`src/hw/jtag_pkg.sv`:
```
// ##########################################################
// jtag debug package: DMI widths, op codes, IR codes,
// identification word and TAP controller states
// ##########################################################

package jtag_pkg;

    // DMI word fields, the address width is a module parameter
    localparam int DMI_DATA_BITS = 32;
    localparam int DMI_OP_BITS   = 2;

    // request ops
    localparam logic [DMI_OP_BITS-1:0] DMI_OP_NOP   = 2'd0;
    localparam logic [DMI_OP_BITS-1:0] DMI_OP_READ  = 2'd1;
    localparam logic [DMI_OP_BITS-1:0] DMI_OP_WRITE = 2'd2;

    // response ops
    localparam logic [DMI_OP_BITS-1:0] DMI_RESP_OK     = 2'd0;
    localparam logic [DMI_OP_BITS-1:0] DMI_RESP_FAILED = 2'd2;
    localparam logic [DMI_OP_BITS-1:0] DMI_RESP_BUSY   = 2'd3;

    // instruction register
    localparam int IR_BITS = 5;
    localparam logic [IR_BITS-1:0] IR_IDCODE = 5'h01;
    localparam logic [IR_BITS-1:0] IR_DTMCS  = 5'h10;
    localparam logic [IR_BITS-1:0] IR_DMI    = 5'h11;
    localparam logic [IR_BITS-1:0] IR_BYPASS = 5'h1f;

    // id word: version, part number, manufacturer, fixed one
    localparam logic [3:0]  IDCODE_VERSION = 4'h1;
    localparam logic [15:0] IDCODE_PART    = 16'h0d41;
    localparam logic [10:0] IDCODE_MANUF   = 11'h0a5;
    localparam logic [31:0] IDCODE_VALUE   = {IDCODE_VERSION, IDCODE_PART, IDCODE_MANUF, 1'b1};

    localparam logic [3:0] DTM_VERSION = 4'h1; // debug spec 0.13

    typedef enum logic [3:0] {
        TAP_RESET,
        TAP_IDLE,
        TAP_SELECT_DR,
        TAP_CAPTURE_DR,
        TAP_SHIFT_DR,
        TAP_EXIT1_DR,
        TAP_PAUSE_DR,
        TAP_EXIT2_DR,
        TAP_UPDATE_DR,
        TAP_SELECT_IR,
        TAP_CAPTURE_IR,
        TAP_SHIFT_IR,
        TAP_EXIT1_IR,
        TAP_PAUSE_IR,
        TAP_EXIT2_IR,
        TAP_UPDATE_IR
    } tap_state_t;

endpackage

```
`src/hw/jtag_debug_top.sv`:
```
// ##########################################################
// jtag debug top: TAP, DTM and debug register file
// ##########################################################
`timescale 1ns/1ps

module jtag_debug_top #(
    parameter int DMI_ADDR_BITS = 7,
    parameter int REG_DEPTH     = 16
) (
    input  logic jtag_tck_i,
    input  logic jtag_trst_ni,
    input  logic jtag_tms_i,
    input  logic jtag_tdi_i,
    output logic jtag_tdo_o
);

    import jtag_pkg::*;

    localparam int DMI_BITS = DMI_ADDR_BITS + DMI_DATA_BITS + DMI_OP_BITS;

    logic                tap_req;
    logic [DMI_BITS-1:0] tap_data;
    logic [DMI_BITS-1:0] dtm_resp;
    logic [31:0]         idcode;
    logic [31:0]         dtmcs;
    logic [DMI_BITS-1:0] dtm_req;
    logic                dtm_req_valid;
    logic                dmi_req_ready;
    logic [DMI_BITS-1:0] dmi_resp;
    logic                dmi_resp_valid;

    jtag_tap #(
        .DMI_ADDR_BITS (DMI_ADDR_BITS)
    ) u_tap (
        .jtag_tck_i   (jtag_tck_i),
        .jtag_trst_ni (jtag_trst_ni),
        .tms_i        (jtag_tms_i),
        .tdi_i        (jtag_tdi_i),
        .tdo_o        (jtag_tdo_o),
        .tap_req_o    (tap_req),
        .tap_data_o   (tap_data),
        .dtm_resp_i   (dtm_resp),
        .idcode_i     (idcode),
        .dtmcs_i      (dtmcs)
    );

    jtag_dtm #(
        .DMI_ADDR_BITS (DMI_ADDR_BITS)
    ) u_dtm (
        .jtag_tck_i       (jtag_tck_i),
        .jtag_trst_ni     (jtag_trst_ni),
        .tap_req_i        (tap_req),
        .tap_data_i       (tap_data),
        .data_o           (dtm_resp),
        .idcode_o         (idcode),
        .dtmcs_o          (dtmcs),
        .dtm_req_o        (dtm_req),
        .dtm_req_valid_o  (dtm_req_valid),
        .dmi_req_ready_i  (dmi_req_ready),
        .dmi_resp_i       (dmi_resp),
        .dmi_resp_valid_i (dmi_resp_valid)
    );

    jtag_dm_regs #(
        .DMI_ADDR_BITS (DMI_ADDR_BITS),
        .REG_DEPTH     (REG_DEPTH)
    ) u_dm_regs (
        .jtag_tck_i       (jtag_tck_i),
        .jtag_trst_ni     (jtag_trst_ni),
        .dmi_req_i        (dtm_req),
        .dmi_req_valid_i  (dtm_req_valid),
        .dmi_req_ready_o  (dmi_req_ready),
        .dmi_resp_o       (dmi_resp),
        .dmi_resp_valid_o (dmi_resp_valid)
    );

endmodule

```
`src/hw/jtag_dm_regs.sv`:
```
// ##########################################################
// debug module register file, answers DMI reads and writes
// ##########################################################
`timescale 1ns/1ps

module jtag_dm_regs #(
    parameter int DMI_ADDR_BITS = 7,
    parameter int REG_DEPTH     = 16,
    localparam int DMI_BITS = DMI_ADDR_BITS + jtag_pkg::DMI_DATA_BITS + jtag_pkg::DMI_OP_BITS
) (
    input  logic                jtag_tck_i,
    input  logic                jtag_trst_ni,
    input  logic [DMI_BITS-1:0] dmi_req_i,
    input  logic                dmi_req_valid_i,
    output logic                dmi_req_ready_o,
    output logic [DMI_BITS-1:0] dmi_resp_o,
    output logic                dmi_resp_valid_o
);

    import jtag_pkg::*;

    localparam int IDX_BITS = (REG_DEPTH > 1) ? $clog2(REG_DEPTH) : 1;

    logic [DMI_DATA_BITS-1:0] regs_q [REG_DEPTH];
    logic [DMI_BITS-1:0]      resp_q;
    logic                     resp_valid_q;
    logic [DMI_ADDR_BITS-1:0] req_addr;
    logic [DMI_DATA_BITS-1:0] req_data;
    logic [DMI_OP_BITS-1:0]   req_op;
    logic [IDX_BITS-1:0]      req_idx;
    logic                     in_range;
    logic                     req_fire;

    // request word is addr, data, op from msb down
    assign req_addr = dmi_req_i[DMI_BITS-1 -: DMI_ADDR_BITS];
    assign req_data = dmi_req_i[DMI_OP_BITS +: DMI_DATA_BITS];
    assign req_op   = dmi_req_i[DMI_OP_BITS-1:0];
    assign req_idx  = req_addr[IDX_BITS-1:0];
    assign in_range = int'(req_addr) < REG_DEPTH;

    assign dmi_req_ready_o = !resp_valid_q;      // stall while a response is out
    assign req_fire        = dmi_req_valid_i && dmi_req_ready_o;

    always_ff @(posedge jtag_tck_i or negedge jtag_trst_ni) begin
        if (!jtag_trst_ni) begin
            resp_valid_q <= 1'b0;
            for (int i = 0; i < REG_DEPTH; i++) begin
                regs_q[i] <= '0;
            end
        end else begin
            resp_valid_q <= req_fire;
            if (req_fire && in_range && req_op == DMI_OP_WRITE) begin
                regs_q[req_idx] <= req_data;
            end
        end
    end

    always_ff @(posedge jtag_tck_i) begin
        if (req_fire) begin
            if (!in_range) begin
                resp_q <= {req_addr, {DMI_DATA_BITS{1'b0}}, DMI_RESP_FAILED};
            end else if (req_op == DMI_OP_WRITE) begin
                resp_q <= {req_addr, req_data, DMI_RESP_OK};    // echo the write
            end else begin
                resp_q <= {req_addr, regs_q[req_idx], DMI_RESP_OK};
            end
        end
    end

    assign dmi_resp_o       = resp_q;
    assign dmi_resp_valid_o = resp_valid_q;

    // one response per accepted request, carrying that request's address
    a_one_resp: assert property (@(posedge jtag_tck_i) disable iff (!jtag_trst_ni)
        req_fire |=> (dmi_resp_valid_o
                      && dmi_resp_o[DMI_BITS-1 -: DMI_ADDR_BITS] == $past(req_addr))
                     ##1 !dmi_resp_valid_o);

endmodule

```
`src/hw/jtag_dtm.sv`:
```
// ##########################################################
// jtag DTM: sequences DMI reads and writes, reports busy
// and provides the IDCODE and DTMCS words
// ##########################################################
`timescale 1ns/1ps

module jtag_dtm #(
    parameter int DMI_ADDR_BITS = 7,
    localparam int DMI_BITS = DMI_ADDR_BITS + jtag_pkg::DMI_DATA_BITS + jtag_pkg::DMI_OP_BITS
) (
    input  logic                jtag_tck_i,
    input  logic                jtag_trst_ni,

    input  logic                tap_req_i,
    input  logic [DMI_BITS-1:0] tap_data_i,
    output logic [DMI_BITS-1:0] data_o,      // captured by the tap on dmi scans
    output logic [31:0]         idcode_o,
    output logic [31:0]         dtmcs_o,

    output logic [DMI_BITS-1:0] dtm_req_o,
    output logic                dtm_req_valid_o,
    input  logic                dmi_req_ready_i,
    input  logic [DMI_BITS-1:0] dmi_resp_i,
    input  logic                dmi_resp_valid_i
);

    import jtag_pkg::*;

    typedef enum logic [2:0] {
        DTM_IDLE,
        DTM_READ,
        DTM_WAIT_READ,
        DTM_WRITE,
        DTM_WAIT_WRITE
    } dtm_state_t;

    dtm_state_t state_q;
    dtm_state_t state_d;

    logic [DMI_BITS-1:0]    req_q;       // request held for the regs
    logic [DMI_BITS-1:0]    last_resp_q; // most recent dmi response
    logic [DMI_BITS-1:0]    resp_q;      // word shown to the tap
    logic                   busy_q;
    logic [DMI_OP_BITS-1:0] tap_op;
    logic [DMI_BITS-1:0]    busy_word;
    logic [1:0]             dmistat;

    assign tap_op    = tap_data_i[DMI_OP_BITS-1:0];
    assign busy_word = {{(DMI_BITS-DMI_OP_BITS){1'b0}}, DMI_RESP_BUSY};

    always_comb begin
        state_d = state_q;
        case (state_q)
            DTM_IDLE: begin
                if (tap_req_i && tap_op == DMI_OP_READ) begin
                    state_d = DTM_READ;
                end else if (tap_req_i && tap_op == DMI_OP_WRITE) begin
                    state_d = DTM_WRITE;
                end
            end
            DTM_READ:       if (dmi_req_ready_i)  state_d = DTM_WAIT_READ;
            DTM_WRITE:      if (dmi_req_ready_i)  state_d = DTM_WAIT_WRITE;
            DTM_WAIT_READ,
            DTM_WAIT_WRITE: if (dmi_resp_valid_i) state_d = DTM_IDLE;
            default:        state_d = DTM_IDLE;
        endcase
    end

    always_ff @(posedge jtag_tck_i or negedge jtag_trst_ni) begin
        if (!jtag_trst_ni) begin
            state_q     <= DTM_IDLE;
            last_resp_q <= '0;
        end else begin
            state_q <= state_d;
            if ((state_q == DTM_WAIT_READ || state_q == DTM_WAIT_WRITE) && dmi_resp_valid_i) begin
                last_resp_q <= dmi_resp_i;
            end
        end
    end

    // request word, loaded only when a transaction starts
    always_ff @(posedge jtag_tck_i) begin
        if (state_q == DTM_IDLE && tap_req_i) begin
            req_q <= tap_data_i;
        end
    end

    // a transaction in flight shows busy one cycle later
    always_ff @(posedge jtag_tck_i or negedge jtag_trst_ni) begin
        if (!jtag_trst_ni) begin
            resp_q <= '0;
            busy_q <= 1'b0;
        end else begin
            busy_q <= (state_q != DTM_IDLE);
            resp_q <= (state_q != DTM_IDLE) ? busy_word : last_resp_q;
        end
    end

    assign dtm_req_o       = req_q;
    assign dtm_req_valid_o = (state_q == DTM_READ) || (state_q == DTM_WRITE);
    assign data_o          = resp_q;

    assign dmistat  = busy_q ? 2'b11 : 2'b00;
    assign idcode_o = IDCODE_VALUE;
    assign dtmcs_o  = {14'b0,
                       1'b0,                 // dmihardreset
                       1'b0,                 // dmireset
                       1'b0,
                       3'd1,                 // idle hint
                       dmistat,
                       6'(DMI_ADDR_BITS),    // abits
                       DTM_VERSION};

    a_valid_stable: assert property (@(posedge jtag_tck_i) disable iff (!jtag_trst_ni)
        dtm_req_valid_o && !dmi_req_ready_i |=> dtm_req_valid_o && $stable(dtm_req_o));

    // the regs only answer requests this sequencer has handed over
    a_no_idle_resp: assert property (@(posedge jtag_tck_i) disable iff (!jtag_trst_ni)
        dmi_resp_valid_i |-> state_q inside {DTM_WAIT_READ, DTM_WAIT_WRITE});

endmodule

```
`src/hw/jtag_tap.sv`:
```
// ##########################################################
// jtag TAP: controller FSM, instruction register and
// shifting of the bypass, IDCODE, DTMCS and DMI registers
// ##########################################################
`timescale 1ns/1ps

module jtag_tap #(
    parameter int DMI_ADDR_BITS = 7,
    localparam int DMI_BITS = DMI_ADDR_BITS + jtag_pkg::DMI_DATA_BITS + jtag_pkg::DMI_OP_BITS
) (
    input  logic                jtag_tck_i,
    input  logic                jtag_trst_ni,
    input  logic                tms_i,
    input  logic                tdi_i,
    output logic                tdo_o,

    output logic                tap_req_o,   // one cycle in Update-DR
    output logic [DMI_BITS-1:0] tap_data_o,
    input  logic [DMI_BITS-1:0] dtm_resp_i,
    input  logic [31:0]         idcode_i,
    input  logic [31:0]         dtmcs_i
);

    import jtag_pkg::*;

    tap_state_t state_q;
    tap_state_t state_d;

    logic [IR_BITS-1:0]  ir_q;    // active instruction
    logic [IR_BITS-1:0]  ir_sr;   // instruction shift stage
    logic [DMI_BITS-1:0] dr_sr;   // shared data shift register

    // standard sixteen-state walk on tms
    always_comb begin
        state_d = state_q;
        case (state_q)
            TAP_RESET:      state_d = tms_i ? TAP_RESET     : TAP_IDLE;
            TAP_IDLE:       state_d = tms_i ? TAP_SELECT_DR : TAP_IDLE;
            TAP_SELECT_DR:  state_d = tms_i ? TAP_SELECT_IR : TAP_CAPTURE_DR;
            TAP_CAPTURE_DR: state_d = tms_i ? TAP_EXIT1_DR  : TAP_SHIFT_DR;
            TAP_SHIFT_DR:   state_d = tms_i ? TAP_EXIT1_DR  : TAP_SHIFT_DR;
            TAP_EXIT1_DR:   state_d = tms_i ? TAP_UPDATE_DR : TAP_PAUSE_DR;
            TAP_PAUSE_DR:   state_d = tms_i ? TAP_EXIT2_DR  : TAP_PAUSE_DR;
            TAP_EXIT2_DR:   state_d = tms_i ? TAP_UPDATE_DR : TAP_SHIFT_DR;
            TAP_UPDATE_DR:  state_d = tms_i ? TAP_SELECT_DR : TAP_IDLE;
            TAP_SELECT_IR:  state_d = tms_i ? TAP_RESET     : TAP_CAPTURE_IR;
            TAP_CAPTURE_IR: state_d = tms_i ? TAP_EXIT1_IR  : TAP_SHIFT_IR;
            TAP_SHIFT_IR:   state_d = tms_i ? TAP_EXIT1_IR  : TAP_SHIFT_IR;
            TAP_EXIT1_IR:   state_d = tms_i ? TAP_UPDATE_IR : TAP_PAUSE_IR;
            TAP_PAUSE_IR:   state_d = tms_i ? TAP_EXIT2_IR  : TAP_PAUSE_IR;
            TAP_EXIT2_IR:   state_d = tms_i ? TAP_UPDATE_IR : TAP_SHIFT_IR;
            TAP_UPDATE_IR:  state_d = tms_i ? TAP_SELECT_DR : TAP_IDLE;
            default:        state_d = TAP_RESET;
        endcase
    end

    always_ff @(posedge jtag_tck_i or negedge jtag_trst_ni) begin
        if (!jtag_trst_ni) begin
            state_q <= TAP_RESET;
        end else begin
            state_q <= state_d;
        end
    end

    // instruction path
    always_ff @(posedge jtag_tck_i or negedge jtag_trst_ni) begin
        if (!jtag_trst_ni) begin
            ir_q  <= IR_IDCODE;
            ir_sr <= '0;
        end else begin
            case (state_q)
                TAP_RESET:      ir_q  <= IR_IDCODE;
                TAP_CAPTURE_IR: ir_sr <= 5'b00001;       // fixed capture pattern
                TAP_SHIFT_IR:   ir_sr <= {tdi_i, ir_sr[IR_BITS-1:1]};
                TAP_UPDATE_IR:  ir_q  <= ir_sr;
                default: ;
            endcase
        end
    end

    // data path, length follows the active instruction
    always_ff @(posedge jtag_tck_i or negedge jtag_trst_ni) begin
        if (!jtag_trst_ni) begin
            dr_sr <= '0;
        end else if (state_q == TAP_CAPTURE_DR) begin
            case (ir_q)
                IR_DMI:    dr_sr <= dtm_resp_i;
                IR_IDCODE: dr_sr <= DMI_BITS'(idcode_i);
                IR_DTMCS:  dr_sr <= DMI_BITS'(dtmcs_i);
                default:   dr_sr <= '0;                  // bypass captures 0
            endcase
        end else if (state_q == TAP_SHIFT_DR) begin
            case (ir_q)
                IR_DMI:              dr_sr <= {tdi_i, dr_sr[DMI_BITS-1:1]};
                IR_IDCODE, IR_DTMCS: dr_sr[31:0] <= {tdi_i, dr_sr[31:1]};
                default:             dr_sr[0] <= tdi_i;  // 1-bit bypass
            endcase
        end
    end

    assign tdo_o = (state_q == TAP_SHIFT_IR) ? ir_sr[0] : dr_sr[0];

    // dmi scans hand their word to the dtm, dtmcs writes go nowhere
    assign tap_req_o  = (state_q == TAP_UPDATE_DR) && (ir_q == IR_DMI);
    assign tap_data_o = dr_sr;

    // request only follows a finished dr shift, holds the shifted word, lasts one cycle
    a_req_in_update: assert property (@(posedge jtag_tck_i) disable iff (!jtag_trst_ni)
        tap_req_o |-> ($past(state_q) inside {TAP_EXIT1_DR, TAP_EXIT2_DR}
                       && $stable(tap_data_o)) ##1 !tap_req_o);

    a_state_known: assert property (@(posedge jtag_tck_i) disable iff (!jtag_trst_ni)
        !$isunknown(state_q));

endmodule

```
`config.mk`:
```
export PLATFORM = sky130hd
export DESIGN_NAME = jtag_debug_top
export DESIGN_NICKNAME = d
export VERILOG_FILES = /design/src/hw/jtag_pkg.sv /design/src/hw/jtag_debug_top.sv /design/src/hw/jtag_dm_regs.sv /design/src/hw/jtag_dtm.sv /design/src/hw/jtag_tap.sv
export SDC_FILE = /design/constraint.sdc
export NUM_CORES = 1
export LEC_CHECK = 0
export BUFFER_PORTS_ARGS = -buffer_cell sky130_fd_sc_hd__clkbuf_2
export CORE_MARGIN = 4
export CORE_UTILIZATION = 25
export DETAILED_ROUTE_END_ITERATION = 6
export PLACE_DENSITY = 0.35
export SETUP_SLACK_MARGIN = 0.3
export SYNTH_ARGS = -nofsm -noshare
export SYNTH_HDL_FRONTEND = slang
export SYNTH_SLANG_ARGS = --single-unit
```
`constraint.sdc`:
```
create_clock -name jtag_tck_i -period 14.3 [get_ports jtag_tck_i]
set_input_delay 2.145 -clock jtag_tck_i [delete_from_list [all_inputs] [get_ports jtag_tck_i]]
set_output_delay 2.145 -clock jtag_tck_i [all_outputs]
set_load 0.005 [all_outputs]
```
==> flow_summary.json, run 1 <==
{
  "synth.largest_area_cell": "dfrtp_1",
  "vias_per_cell": 4.744,
  "drtIter0Drc": 969,
  "worstSkewPairLatency_ns": 0.65,
  "setup_tns_ns": 0,
  "clock-skew-final_ns": 0.02644,
  "cts_buffers": 91,
  "globalRouteOverflowTotal": 0,
  "place_ws_ns": 9.262,
  "wl_per_cell_um": 25.19,
  "fin_crit_sh_pct": 29.79,
  "worst_slew_pin_slew_ns": 1.258,
  "maxCapViolations": 0,
  "core_area_um2": 125900,
  "gp_congestion": 0.7008,
  "cpPeakStageDelay_ns": 0.75,
  "synth.most_common_cell": "dfrtp_1",
  "finalSetupViolations": 0,
  "hold_class": "register to register",
  "initial_core_util_pct": 25.22,
  "power_density_nw_per_um2": 132.9,
  "synth_edf_count": 81,
  "critPathMaxFanout": 21,
  "cp_slowest_cell": "dfrtp_1",
  "die_area_um2": 132800,
  "io_pins": 5,
  "netlist_area_um2": 31750,
  "path_class": "register to output pin",
  "grt_max_degree": 148,
  "dieWidth_um": 364.4,
  "htreeDepth": 3,
  "whs_ns": 0.4571,
  "nets": 2231,
  "synth_area_leaders": "dfrtp_1 51%, mux2_2 19%, edfxtp_1 7.7%",
  "drc": 0,
  "p_int_uw": 3633,
  "synth_area_per_cell_um2": 14.01,
  "pwr-share-comb_pct": 6.2,
  "period_needed_ns": 4.260,
  "rsz0062_at_grt": "false",
  "synth_commonest_cells": "651 x dfrtp_1, 523 x mux2_2, 202 x mux2i_1",
  "postCtsSetupBuffers": 0,
  "num_rows": 130,
  "antenna_found_initial": 1,
  "fmax_mhz": 234.7,
  "ys_ff_latch": 733,
  "critPathLaunchType": "register",
  "cts_resized": 0,
  "net-switching-power_uw": 1225,
  "path_clk_slew_ns": 0.05,
  "synth_top_area_share_pct": 51.30,
  "crit_path_end_kind": "output pin",
  "peakVddDrop_mv": 0.07643,
  "hold_violations": 0,
  "synth_warnings": 0,
  "cts_tree": "done",
  "layout-drive-gt1-share_pct": 34.39,
  "hold_buffers": 0,
  "wl_mm": 99.48,
  "synthFlopType": "dfrtp_1",
  "area_delta_synth_final_pct": 15.16,
  "netlist_instances": 2266,
  "crit_chain": "nand3_1 > o31ai_1 > clkbuf_2",
  "die_height_um": 364.4,
  "seqPwrFrac_pct": 46.9,
  "final_cell_area_um2": 36570,
  "cp.required_ns": 12.15,
  "p_sw_share_pct": 25.22,
  "grt_pass1_wl_mm": 147.6,
  "clock_path_buffers": 3,
  "antenna_left": 0,
  "cts.sinks": 733,
  "maxSlewHeadroom_pct": 15.67,
  "dp_hpwl_mm": 53.18,
  "ys_types": 53,
  "status": "complete, no violations",
  "vias": 18736,
  "ys_seq_area_share_pct": 59.04,
  "dpl-instance-area_um2": 33630,
  "power_frac_clock_pct": 46.9,
  "cp.arrival_ns": 2.11,
  "synth_fp_nets": 2270,
  "cts_root_buffer": "clkbuf_16",
  "drv_slew": 0,
  "grt_pass1_vias": 20517,
  "async_reset_ff_share_pct": 88.95,
  "power_leakage_uw": 0.01755,
  "grt_usage_pct": 15.13,
  "fin_ws_ns": 10.04,
  "port_buffers": 4,
  "dr.pass1.iters": 4
}
-- metrics by stage --
step	total power [uW]	std cells	utilization (%)
CTS	4949	3947	29.04
global route	5072	3947	29.04
finish	4858	3949	29.05
detailed placement	2625	3784	26.71
floorplan	2450	2266	-
global placement	2623	3784	26.71
-- cell usage in the layout (no fill, tap or decap), types with 27 or more instances in the layout --
master / netlist / routed
a21oi_1: 51 / 51
mux2_1: 29 / 29
o21ai_0: 102 / 102
mux2i_1: 202 / 202
edfxtp_1: 81 / 81
clkbuf_16: 0 / 93
mux2_2: 523 / 523
mux4_2: 32 / 32
o22ai_1: 69 / 69
nand2_1: 71 / 69
dfrtp_1: 651 / 651
and2_1: 42 / 40
nor3_1: 40 / 35
a221oi_1: 33 / 33
nor2_1: 36 / 27
buf_4: 8 / 51
-- cell families after synthesis --
kind of cell / synth area share [%]
compound gates: 6.021
mux: 28.21
flops: 59.04
xor+xnor: 0.1379
simple gates: 3.857
buf+inv: 2.727
-- layer usage --
metal	routed length (um)	global-route usage (%)	part of all wire [%]	vias to the layer above
met5	0	0	0	-
met4	2549	4.017	2.6	0
met3	2247	2.170	2.3	144
met2	47700	25.56	48	231
met1	46980	20.35	47	10148
li1	-	-	-	8213
-- critical path, delay by kind of cell (launching register included) --
kind	cells	cell delay [ns]
and+or+nand+nor	1	0.22
buffers and inverters	1	0.18
AOI/OAI and AO/OA	1	0.32
DFF	1	0.75
-- final timing paths --
| check | start | to | slack [ns] | depth (start not counted) |
|---|---|---|---|---|
| max in group asynchronous | jtag_trst_ni | u_dm_regs.regs_q[176]$_DFFE_PN0P_ | 10.07 | 3 |
| min | u_dtm.data_o[35]$_DFF_PN0_ | u_tap.tap_data_o[35]$_DFFE_PN0P_ | 0.46 | 2 |
| min in group asynchronous | jtag_trst_ni | u_dtm.data_o[39]$_DFF_PN0_ | 1.62 | 1 |
| min reg2reg | u_dtm.data_o[35]$_DFF_PN0_ | u_tap.tap_data_o[35]$_DFFE_PN0P_ | 0.46 | 2 |
| max reg2reg | u_dtm.state_q[0]$_DFFE_PN0P_ | u_dm_regs.regs_q[369]$_DFFE_PN0P_ | 10.30 | 6 |
| max | u_tap.state_q[1]$_DFF_PN0_ | jtag_tdo_o | 10.04 | 3 |
-- power by group through the flow --
stage	registers (uW)	logic [uW]	clock network, uW
floorplan	2240	207	0
global placement	2310	308	0
detailed placement	2310	312	0
CTS	2280	313	2360
global route	2290	345	2440
finish	2280	303	2280
-- area by class of cell --
cell class	count	area, um^2
multi-input combinational	1335	12310
inverter	8	30.03
tap	1650	2064
fill	12665	89330
sequential	733	18750
clock buffer	131	2670
antenna	2	5.005
clock inverter	32	265.3
timing repair buffer	58	473.0
-- flip-flops by register name (all words and copies together), names as in the netlist --
| name | count |
|---|---|
| u_tap.tap_data_o | 41 |
| u_tap.ir_q | 5 |
| u_dtm.data_o | 41 |
| u_tap.ir_sr | 5 |
| u_dm_regs.dmi_resp_valid_o | 1 |
| u_dtm.dtm_req_o | 41 |
| u_dtm.state_q | 3 |
| u_tap.state_q | 4 |
| u_dtm.last_resp_q | 40 |
| u_dm_regs.regs_q | 512 |
| u_dm_regs.dmi_resp_o | 40 |
No activity file was read; power rests on OpenSTA's default activity.
==> inputs of run 2 (changes only) <==
Settings changed: PLACE_DENSITY 0.35 to 0.37.
Clock period 14.3 ns to 3.65 ns, I/O delays scaled along.
==> flow_summary.json, run 2 (synthesized netlist as in run 1, its figures left out) <==
{
  "globalRouteOverflowTotal": 0,
  "num_rows": 130,
  "whs_ns": -0.03104,
  "wl_mm": 100.2,
  "io_pins": 5,
  "finalNonFillerCells": 3998,
  "drc": 0,
  "port_buffers": 4,
  "maxSlewHeadroom_pct": 20.46,
  "power_density_nw_per_um2": 512.8,
  "core_area_um2": 125900,
  "die_area_um2": 132800,
  "clock-skew-final_ns": 0.02428,
  "grt_max_degree": 89,
  "layout_common_cells": "651 x dfrtp_1, 523 x mux2_2, 202 x mux2i_1",
  "clock_path_buffers": 3,
  "fmax_mhz": 338.5,
  "hold_buffers": 0,
  "rsz0062_at_grt": "false",
  "total_power_uw": 19080,
  "layout-drive-gt1-share_pct": 35.29,
  "critPathMaxFanout": 20,
  "regMostFlops": "u_dm_regs.regs_q",
  "antenna_found_initial": 5,
  "dieWidth_um": 364.4,
  "vias_per_cell": 4.777,
  "htreeDepth": 3,
  "period_needed_ns": 2.954,
  "vias": 19098,
  "antenna_left": 0,
  "cts_tree": "done",
  "worstSkewPairLatency_ns": 0.65,
  "dp_hpwl_mm": 59.17,
  "layout_commonest_cell": "dfrtp_1",
  "cp.required_ns": 4.17,
  "setup_tns_ns": 0,
  "path_class": "register to register",
  "die_height_um": 364.4,
  "maxCapViolations": 0,
  "worst_slew_pin_slew_ns": 1.193,
  "wl_per_cell_um": 25.07,
  "violations": "hold timing",
  "hold_violations": 23,
  "grt_pass1_wl_mm": 147.9,
  "fin_crit_sh_pct": 80.93,
  "cts_resized": 0,
  "cts_root_buffer": "clkbuf_16",
  "postCtsSetupBuffers": 0,
  "cts.sinks": 733,
  "nets": 2273,
  "hold_class": "input pin to asynchronous set/reset pin",
  "power_leakage_uw": 0.01785,
  "finalSetupViolations": 0,
  "postLayoutCoreUtil_pct": 29.56,
  "dr.pass1.iters": 5,
  "peakVddDrop_mv": 0.3463,
  "grt_usage_pct": 15.15,
  "dpl.cell_count": 3828,
  "crit_path_end_kind": "register",
  "path_clk_slew_ns": 0.06,
  "largest_register_ffs": 512,
  "gp_congestion": 0.7183,
  "drv_slew": 0,
  "drtIter0Drc": 1030,
  "initial_core_util_pct": 25.22,
  "status": "complete, but fails checks",
  "cp.arrival_ns": 3.48,
  "critPathLaunchType": "register",
  "cts_buffers": 89,
  "area_delta_synth_final_pct": 17.21,
  "grt_pass1_vias": 20559
}
==> run 2: cell count changes in the layout (fill, tap and decap cells not counted), sizes merged <==
cell	change
buf	+44
clkbuf	+10
clkinv	-3
clkinvlp	-1
inv	-1
==> run 2: final timing paths <==
path                                               from                                end  slack, ns  cells past startpoint
max                        u_dtm.state_q[0]$_DFFE_PN0P_  u_dm_regs.regs_q[401]$_DFFE_PN0P_       0.70                      6
min                                        jtag_trst_ni  u_dtm.last_resp_q[35]$_DFFE_PN0P_      -0.03                      1
max reg2reg                u_dtm.state_q[0]$_DFFE_PN0P_  u_dm_regs.regs_q[401]$_DFFE_PN0P_       0.70                      6
min reg2reg                  u_dtm.data_o[36]$_DFF_PN0_   u_tap.tap_data_o[36]$_DFFE_PN0P_       0.45                      2
max in group asynchronous                  jtag_trst_ni  u_dm_regs.regs_q[375]$_DFFE_PN0P_       2.52                      3
min in group jtag_tck_i                      jtag_tdi_i         u_tap.ir_sr[4]$_DFFE_PN0P_       0.23                      3
==> run 2: per-stage QoR <==
stage	area [um^2]	worst slack, ns
after floorplan	31760	0.4308
after global placement	34240	0.7476
after detailed placement	34240	0.6900
after CTS	37210	0.6749
after global routing	37210	0.5844
final	37220	0.6961
==> run 2: final cells by class <==
type / instances / area, um^2
inverter: 8 / 30.03
tap: 1650 / 2064
clock inverter: 27 / 244.0
timing repair buffer: 102 / 1079
antenna: 2 / 5.005
multi-input combinational: 1335 / 12320
sequential: 733 / 18750
clock buffer: 141 / 2730
fill: 12673 / 88680
==> run 2: routing by layer <==
| layer | vias up | part of all wire (%) | routed length, um | track usage (%) |
|---|---|---|---|---|
| met5 | - | 0 | 0 | 0 |
| met4 | 0 | 2.1 | 2072 | 4.064 |
| met3 | 115 | 3.3 | 3326 | 2.180 |
| met2 | 306 | 47 | 47080 | 24.75 |
| met1 | 10343 | 48 | 47740 | 21.07 |
| li1 | 8334 | - | - | - |
==> run 2: where the power goes <==
part	switching, uW	internal (uW)	total [uW]
Sequential	325	8520	8850
Combinational	865	423	1290
Clock	3550	5400	8950
==> run 2: worst max-delay path, cell delays in order (launching register included) <==
cell     delay (ns)
dfrtp_1        0.49
nor3b_4        0.25
buf_4          0.31
nand4_1        0.43
nor2_4         0.67
buf_12         0.30
mux2_2         0.36
